$ cat src/gpu_int_pkg.sv
/* Shared constants and types for the interrupt unit: register map, flag and status
   bit positions, service vector bases and the injected instruction word format */
`default_nettype none

package gpu_int_pkg;

	// Maximum number of interrupt sources (source 5 only in the DSP variant)
	localparam int num_src = 6;

	// APB byte offsets within the 4-bit window
	localparam logic [3:0] flags_addr = 4'h0;
	localparam logic [3:0] status_addr = 4'h4;

	// FLAGS register fields
	localparam int imask_bit = 3;
	localparam int ena_lsb = 4;
	localparam int clr_lsb = 9;
	localparam int ena5_bit = 16;
	localparam int clr5_bit = 17;

	// STATUS register fields, latched sources 0 to 4 then source 5
	localparam int stat_lsb = 6;
	localparam int stat5_bit = 16;

	// Service routine bases, 16 bytes per source
	localparam logic [31:0] vec_base_gpu = 32'h00F03000;
	localparam logic [31:0] vec_base_dsp = 32'h00F1B000;

	// Opcodes used by the service stub
	localparam logic [5:0] op_subqt = 6'd7;
	localparam logic [5:0] op_store = 6'd47;
	localparam logic [5:0] op_movei = 6'd38;
	localparam logic [5:0] op_move_pc = 6'd51;
	localparam logic [5:0] op_jump = 6'd52;
	localparam logic [5:0] op_nop = 6'd57;

	// Registers the stub touches
	localparam logic [4:0] reg_sp = 5'd31;
	localparam logic [4:0] reg_tmp = 5'd30;
	localparam logic [4:0] sp_step = 5'd4;

	// Two-operand instruction layout
	typedef struct packed {
		logic [5:0] opcode;
		logic [4:0] op1;
		logic [4:0] op2;
	} gpu_op_t;

	// Instruction word seen either as opcode fields or as a raw immediate halfword
	typedef union packed {
		gpu_op_t op;
		logic [15:0] imm;
	} gpu_ins_t;

	// Source number, 0 to 5
	typedef logic [2:0] src_idx_t;

endpackage

`default_nettype wire

$ cat src/int_flag_regs.sv
/* APB slave for the FLAGS and STATUS registers. Holds the source enables and issues
   the latch-clear and mask-clear strobes on FLAGS writes */
`default_nettype none

module int_flag_regs #(
	parameter int dsp_variant = 0
) (
	input logic sys_clk,
	input logic resetl,
	// APB slave
	input logic psel,
	input logic penable,
	input logic pwrite,
	input logic [3:0] paddr,
	input logic [31:0] pwdata,
	output logic [31:0] prdata,
	output logic pready,
	output logic pslverr,
	// Status from the rest of the unit
	input logic [gpu_int_pkg::num_src-1:0] pending,
	input logic imask,
	// Controls out
	output logic [gpu_int_pkg::num_src-1:0] int_ena,
	output logic [gpu_int_pkg::num_src-1:0] lat_clr,
	output logic mask_clr
);
	import gpu_int_pkg::*;

	// Sources 0 to 4 sit in a contiguous field
	localparam int lo_cnt = num_src - 1;
	// Source 5 exists only in the DSP build
	localparam logic dsp_en = (dsp_variant != 0);

	logic access;
	logic flags_hit;
	logic status_hit;
	logic flags_wr;
	logic rd_en;

	// Zero wait states, done in the access phase
	assign access = psel & penable;
	assign pready = access;

	assign flags_hit = (paddr == flags_addr);
	assign status_hit = (paddr == status_addr);

	// Anything outside the two registers errors and is ignored
	assign pslverr = access & ~(flags_hit | status_hit);

	assign flags_wr = access & pwrite & flags_hit;
	assign rd_en = psel & ~pwrite;

	// Enables, bit 5 tied off in the GPU build
	always_ff @(posedge sys_clk) begin
		if (!resetl) begin
			int_ena <= '0;
		end else if (flags_wr) begin
			int_ena[lo_cnt-1:0] <= pwdata[ena_lsb +: lo_cnt];
			int_ena[lo_cnt] <= pwdata[ena5_bit] & dsp_en;
		end
	end

	// Write-one-to-clear strobes, live only during the FLAGS write cycle
	always_comb begin
		lat_clr = '0;
		if (flags_wr) begin
			lat_clr[lo_cnt-1:0] = pwdata[clr_lsb +: lo_cnt];
			lat_clr[lo_cnt] = pwdata[clr5_bit] & dsp_en;
		end
	end

	// Writing 0 to the mask bit releases the global mask
	assign mask_clr = flags_wr & ~pwdata[imask_bit];

	// Read mux
	always_comb begin
		prdata = '0;
		if (rd_en && flags_hit) begin
			prdata[imask_bit] = imask;
			prdata[ena_lsb +: lo_cnt] = int_ena[lo_cnt-1:0];
			prdata[ena5_bit] = int_ena[lo_cnt];
		end else if (rd_en && status_hit) begin
			prdata[stat_lsb +: lo_cnt] = pending[lo_cnt-1:0];
			prdata[stat5_bit] = pending[lo_cnt];
		end
	end

endmodule

`default_nettype wire

$ cat src/int_source_latch.sv
/* Per-source interrupt latches and the fixed-priority encoder.
   The highest numbered pending source wins */
`default_nettype none

module int_source_latch (
	input logic sys_clk,
	input logic resetl,
	// Level-sensitive requests from the core's peripherals
	input logic [gpu_int_pkg::num_src-1:0] src_irq,
	input logic [gpu_int_pkg::num_src-1:0] int_ena,
	input logic [gpu_int_pkg::num_src-1:0] lat_clr,
	// Latched state and the encoded winner
	output logic [gpu_int_pkg::num_src-1:0] pending,
	output logic irq_any,
	output gpu_int_pkg::src_idx_t win_idx
);
	import gpu_int_pkg::*;

	logic [num_src-1:0] lat_set;
	logic [num_src-1:0] lat_hold;

	// Only enabled sources can set a latch
	assign lat_set = src_irq & int_ena;

	// A latch keeps its value until software clears it
	assign lat_hold = pending & ~lat_clr;

	// Set dominates clear in the same cycle
	always_ff @(posedge sys_clk) begin
		if (!resetl) begin
			pending <= '0;
		end else begin
			pending <= lat_set | lat_hold;
		end
	end

	assign irq_any = |pending;

	// Scan upward so the highest set index is the last one kept
	always_comb begin
		win_idx = '0;
		for (int i = 0; i < num_src; i++) begin
			if (pending[i]) begin
				win_idx = src_idx_t'(i);
			end
		end
	end

endmodule

`default_nettype wire

$ cat src/int_vector_seq.sv
/* Interrupt service sequencer. Takes the interrupt, sets the global mask and feeds
   the core the eight-word stub that saves pc and jumps to the source vector */
`default_nettype none

module int_vector_seq #(
	parameter int dsp_variant = 0
) (
	input logic sys_clk,
	input logic resetl,
	// From the source latches
	input logic irq_any,
	input gpu_int_pkg::src_idx_t win_idx,
	// Core handshake
	input logic atomic,
	input logic ins_taken,
	// Software mask release
	input logic mask_clr,
	output logic in_service,
	output logic imask,
	output gpu_int_pkg::gpu_ins_t ins_word
);
	import gpu_int_pkg::*;

	localparam logic [31:0] vec_base = (dsp_variant != 0) ? vec_base_dsp : vec_base_gpu;

	logic srv_start;
	logic take;
	logic last_word;
	logic [2:0] word_cnt;
	logic [31:0] srv_addr;

	// Builds one opcode-form word
	function automatic gpu_ins_t mk_op(
		input logic [5:0] opcode,
		input logic [4:0] op1,
		input logic [4:0] op2
	);
		gpu_ins_t w;
		w.op.opcode = opcode;
		w.op.op1 = op1;
		w.op.op2 = op2;
		return w;
	endfunction

	// No nesting, and never inside an atomic sequence
	assign srv_start = irq_any & ~imask & ~atomic & ~in_service;

	// Words only count while the stub is being injected
	assign take = ins_taken & in_service;
	assign last_word = take & (word_cnt == 3'd7);

	always_ff @(posedge sys_clk) begin
		if (!resetl) begin
			in_service <= 1'b0;
		end else if (srv_start) begin
			in_service <= 1'b1;
		end else if (last_word) begin
			in_service <= 1'b0;
		end
	end

	// Hardware set beats a software clear
	always_ff @(posedge sys_clk) begin
		if (!resetl) begin
			imask <= 1'b0;
		end else if (take) begin
			imask <= 1'b1;
		end else if (mask_clr) begin
			imask <= 1'b0;
		end
	end

	// Wraps back to 0 after the nop
	always_ff @(posedge sys_clk) begin
		if (!resetl) begin
			word_cnt <= '0;
		end else if (take) begin
			word_cnt <= word_cnt + 3'd1;
		end
	end

	// 16 bytes per source vector, winner sampled live
	assign srv_addr = vec_base + {25'd0, win_idx, 4'h0};

	// Stub: subqt, move pc, store, movei + address, jump, nop
	always_comb begin
		ins_word = mk_op(op_nop, 5'd0, 5'd0);
		case (word_cnt)
			3'd0: ins_word = mk_op(op_subqt, sp_step, reg_sp);
			3'd1: ins_word = mk_op(op_move_pc, 5'd0, reg_tmp);
			3'd2: ins_word = mk_op(op_store, reg_sp, reg_tmp);
			3'd3: ins_word = mk_op(op_movei, 5'd0, reg_tmp);
			// movei immediate, low half first
			3'd4: ins_word.imm = srv_addr[15:0];
			3'd5: ins_word.imm = srv_addr[31:16];
			3'd6: ins_word = mk_op(op_jump, reg_tmp, 5'd0);
			default: ins_word = mk_op(op_nop, 5'd0, 5'd0);
		endcase
	end

endmodule

`default_nettype wire

$ cat src/gpu_int_top.sv
/* Interrupt unit top level. APB register access on one side, the core's
   interrupt sources and instruction injection on the other */
`default_nettype none

module gpu_int_top #(
	parameter int dsp_variant = 0
) (
	input logic sys_clk,
	input logic resetl,
	// APB slave
	input logic psel,
	input logic penable,
	input logic pwrite,
	input logic [3:0] paddr,
	input logic [31:0] pwdata,
	output logic [31:0] prdata,
	output logic pready,
	output logic pslverr,
	// Core side
	input logic [gpu_int_pkg::num_src-1:0] src_irq,
	input logic atomic,
	input logic ins_taken,
	output logic in_service,
	output gpu_int_pkg::gpu_ins_t ins_word
);
	import gpu_int_pkg::*;

	logic [num_src-1:0] int_ena;
	logic [num_src-1:0] lat_clr;
	logic [num_src-1:0] pending;
	logic mask_clr;
	logic imask;
	logic irq_any;
	src_idx_t win_idx;

	// Register file and strobes
	int_flag_regs #(
		.dsp_variant(dsp_variant)
	) u_int_flag_regs (
		.sys_clk(sys_clk),
		.resetl(resetl),
		.psel(psel),
		.penable(penable),
		.pwrite(pwrite),
		.paddr(paddr),
		.pwdata(pwdata),
		.prdata(prdata),
		.pready(pready),
		.pslverr(pslverr),
		.pending(pending),
		.imask(imask),
		.int_ena(int_ena),
		.lat_clr(lat_clr),
		.mask_clr(mask_clr)
	);

	// Latches and priority encoder
	int_source_latch u_int_source_latch (
		.sys_clk(sys_clk),
		.resetl(resetl),
		.src_irq(src_irq),
		.int_ena(int_ena),
		.lat_clr(lat_clr),
		.pending(pending),
		.irq_any(irq_any),
		.win_idx(win_idx)
	);

	// Service state and stub injection
	int_vector_seq #(
		.dsp_variant(dsp_variant)
	) u_int_vector_seq (
		.sys_clk(sys_clk),
		.resetl(resetl),
		.irq_any(irq_any),
		.win_idx(win_idx),
		.atomic(atomic),
		.ins_taken(ins_taken),
		.mask_clr(mask_clr),
		.in_service(in_service),
		.imask(imask),
		.ins_word(ins_word)
	);

endmodule

`default_nettype wire

$ cat config.mk
export PLATFORM = sky130hd
export DESIGN_NAME = gpu_int_top
export DESIGN_NICKNAME = d
export VERILOG_FILES = /design/src/gpu_int_pkg.sv /design/src/int_flag_regs.sv /design/src/int_source_latch.sv /design/src/int_vector_seq.sv /design/src/gpu_int_top.sv
export SDC_FILE = /design/constraint.sdc
export NUM_CORES = 1
export LEC_CHECK = 0
export ABC_CLOCK_PERIOD_IN_PS = 4100
export BUFFER_PORTS_ARGS = -buffer_cell sky130_fd_sc_hd__buf_2
export CORE_MARGIN = 5
export CORE_UTILIZATION = 41
export DETAILED_ROUTE_END_ITERATION = 16
export GPL_TIMING_DRIVEN = 0
export PLACE_DENSITY = 0.86
export SYNTH_ARGS = -nofsm -noshare
export SYNTH_HDL_FRONTEND = slang
export SYNTH_SLANG_ARGS = --single-unit
$ cat constraint.sdc
create_clock -name sys_clk -period 4.1 [get_ports sys_clk]
set_input_delay 0.82 -clock sys_clk [delete_from_list [all_inputs] [get_ports sys_clk]]
set_output_delay 0.82 -clock sys_clk [all_outputs]
set_load 0.03 [all_outputs]
==> reports/metrics.yaml <==
routing:
  detail-route-antenna-nets: 0
  vias: 1136
  drt_iter0_markers: 41
  top_layer: "met4"
  finalWirelength_mm: 2.79
  first_pass_iters: 4
  viasPerCell: 4.45
  wl_met2_mm: 1.36
  met1_length_mm: 1.16
  drc: 0
  wire_per_inst_um: 10.9
  wl_met3_um: 253
clock_tree:
  numCtsBuffers: 3
  postCtsSetupBuffers: 0
  clk_pin_slew_ns: 0.09
  clock-sinks: 15
  cts_hold_buf: 0
  clockBufferDepth: 2
  ctsRootBufferMaster: "clkbuf_4"
  cts_tree: "built"
  clk_latency_ns: 0.27
  cts-resized-gates: 0
  ctsHtreeMaxLevel: 1
synthesis:
  synth_common_cells: "29 x buf_4, 23 x nand2_1, 15 x dfxtp_1, 13 x a21oi_1"
  synth.yosys.seq_area_share_pct: 25.2
  synth_area_um2: 1190
  yosys.area.top_type: "dfxtp_1"
  synth.area.top_cells: "dfxtp_1 25%, buf_4 18%, ha_1 7.3%"
  ys_async_sr_fraction_pct: 0
  avgSynthCellArea_um2: 8.29
  yosys_warnings: 0
  ys_ff_latch: 15
  synth_top_area_share_pct: 25.2
  yosys_most_used_dff: "dfxtp_1"
  synth_most_common_cell: "buf_4"
  synth-edff-count: 0
  synth_cells: 144
  synth.distinct_cells: 34
worst_setup_path:
  cp_slowest_cell: "or4_4"
  timing.rr.start: "u_int_vector_seq.word_cnt[2]"
  rr_worst_depth: 4
  endpoint: "ins_word[4]"
  worstPathArrival_ns: 2.19
  start_kind: "register"
  path_max_fanout: 10
  cp-startpoint: "u_int_vector_seq.word_cnt[2]"
  cp.required_ns: 3.28
  crit_type: "reg -> out"
  rrSetupSlack_ns: 2.84
  end_kind: "primary output"
  critical-path-max-stage-delay_ns: 0.56
  reg2reg_to: "u_int_vector_seq.word_cnt[2]"
  cp_cell_sequence: "clkbuf_8, inv_1, ha_1, or4_4, o21a_4, nand3b_4, buf_2"
die:
  die_width_um: 64.0
  die_y_um: 64.0
  start_util_pct: 42.9
  coreArea_um2: 2780
  rows: 19
  pin_count: 100
  die_area_um2: 4090
placement:
  gp_congestion: 0.809
  dp_hpwl_mm: 2.35
  placed_area_um2: 1580
  placement.io_buffers: 53
sta:
  finalHoldViolations: 0
  post-route-period-util_pct: 73.5
  skew_ns: 0.00267
  rsz0062_at_grt: "no"
  setup_viol: 0
  fmax_mhz: 332
  hold_ws_ns: 0.487
  tns_ns: 0
  period_needed_ns: 3.01
  slew_violations: 0
min_path:
  hold_class: "reg -> reg"
  hp-start: "u_int_flag_regs.int_ena[1]"
global_routing:
  grt.total_usage_pct: 13.1
  antenna_found_initial: 0
  grt_max_degree: 11
  grt_pass1_wl_mm: 4.51
  grt_pass1_vias: 1072
  grt_overflow_total: 0
finish:
  drive_above_1_share_pct: 41.5
  post-route-cell-area_um2: 1610
  fin_nets: 281
  area_growth_pct: 34.9
  antennaDiodeCount: 0
power:
  static-leakage-power_nw: 0.818
  power_density_nw_per_um2: 191
  vdd_drop_max_mv: 0.143
status:
  outcome: "finished, final reports clean"
run:
  cap_viol_max_count: 0
[logic make-up (layout without fill, tap and decap cells)]
family	count (synthesis)	count (layout)	share of synthesized area [%]
AOI/OAI and AO/OA	29	29	16.8
and+or+nand+nor	48	48	22.5
xor gates and xnor gates	1	1	0.734
DFF	15	15	25.2
buffers and inverters	36	93	21.3
other	1	24	0.314
muxes	7	7	5.87
adders and majority gates	7	7	7.34
[through the flow]
stage                     utilization (%)  power, mW  setup slack [ns]  std cells
after floorplan                         -      0.210              1.56        167
after CTS                            57.9      0.311              1.07        255
after global placement               57.0      0.227              1.34        251
after global routing                 57.9      0.325             0.958        255
after detailed placement             57.0      0.228              1.33        251
final                                57.9      0.308              1.09        255
[how the worst min path moves through the flow]
stage	end	slack, ns	cells after the start
floorplan	u_int_flag_regs.int_ena[0]	0.46	2
global placement	u_int_flag_regs.int_ena[1]	0.47	2
detailed placement	u_int_flag_regs.int_ena[0]	0.48	2
CTS	u_int_flag_regs.int_ena[0]	0.49	2
global route	u_int_flag_regs.int_ena[1]	0.52	2
finish	u_int_flag_regs.int_ena[1]	0.49	2
[placed cells by master (no fill, tap or decap), types with 3 or more instances in the layout]
cell type and count:
and2_1 6, inv_1 3, a311oi_1 6, clkbuf_1 3, a21oi_1 13, conb_1 24, nor3_1 3, nand2_1 23
nor2_1 3, buf_4 29, ha_1 7, a22o_1 3, clkbuf_4 3, buf_2 53, mux2i_1 7, dfxtp_1 15
[metal layers]
metal | up-vias | global-route usage [%]
met5 | - | 0
met4 | 0 | 3.12
met3 | 2 | 2.98
met2 | 42 | 23.7
met1 | 482 | 15.3
li1 | 610 | -
[worst max-delay path: cells and delay by family (launching register included)]
| family | cells | cell delay [ns] |
|---|---|---|
| and+or+nand+nor | 2 | 0.70 |
| DFF | 1 | 0.36 |
| adders and majority gates | 1 | 0.26 |
| buffers and inverters | 3 | 0.44 |
| AOI/OAI and AO/OA | 1 | 0.15 |
[cell type report]
class                           count  area [um^2]
Multi-Input combinational cell    116          726
Tap cell                           31         38.8
Buffer                             32          239
Timing Repair Buffer               53          265
Sequential cell                    15          300
Fill cell                         265         1170
Inverter                            4         15.0
Clock buffer                        4         26.3
[flip-flops by register name, indices dropped and copies added, names as in the netlist]
signal and cells:
u_int_source_latch.pending 5, u_int_vector_seq.in_service 1, u_int_vector_seq.word_cnt 3, u_int_flag_regs.int_ena 5, u_int_vector_seq.imask 1
[power by group]
part | total (mW) | switching (mW) | internal, mW
Sequential | 0.147 | 0.000478 | 0.146
Clock | 0.0826 | 0.0449 | 0.0377
Combinational | 0.0790 | 0.0491 | 0.0299
(Power assumes the default switching activity.)
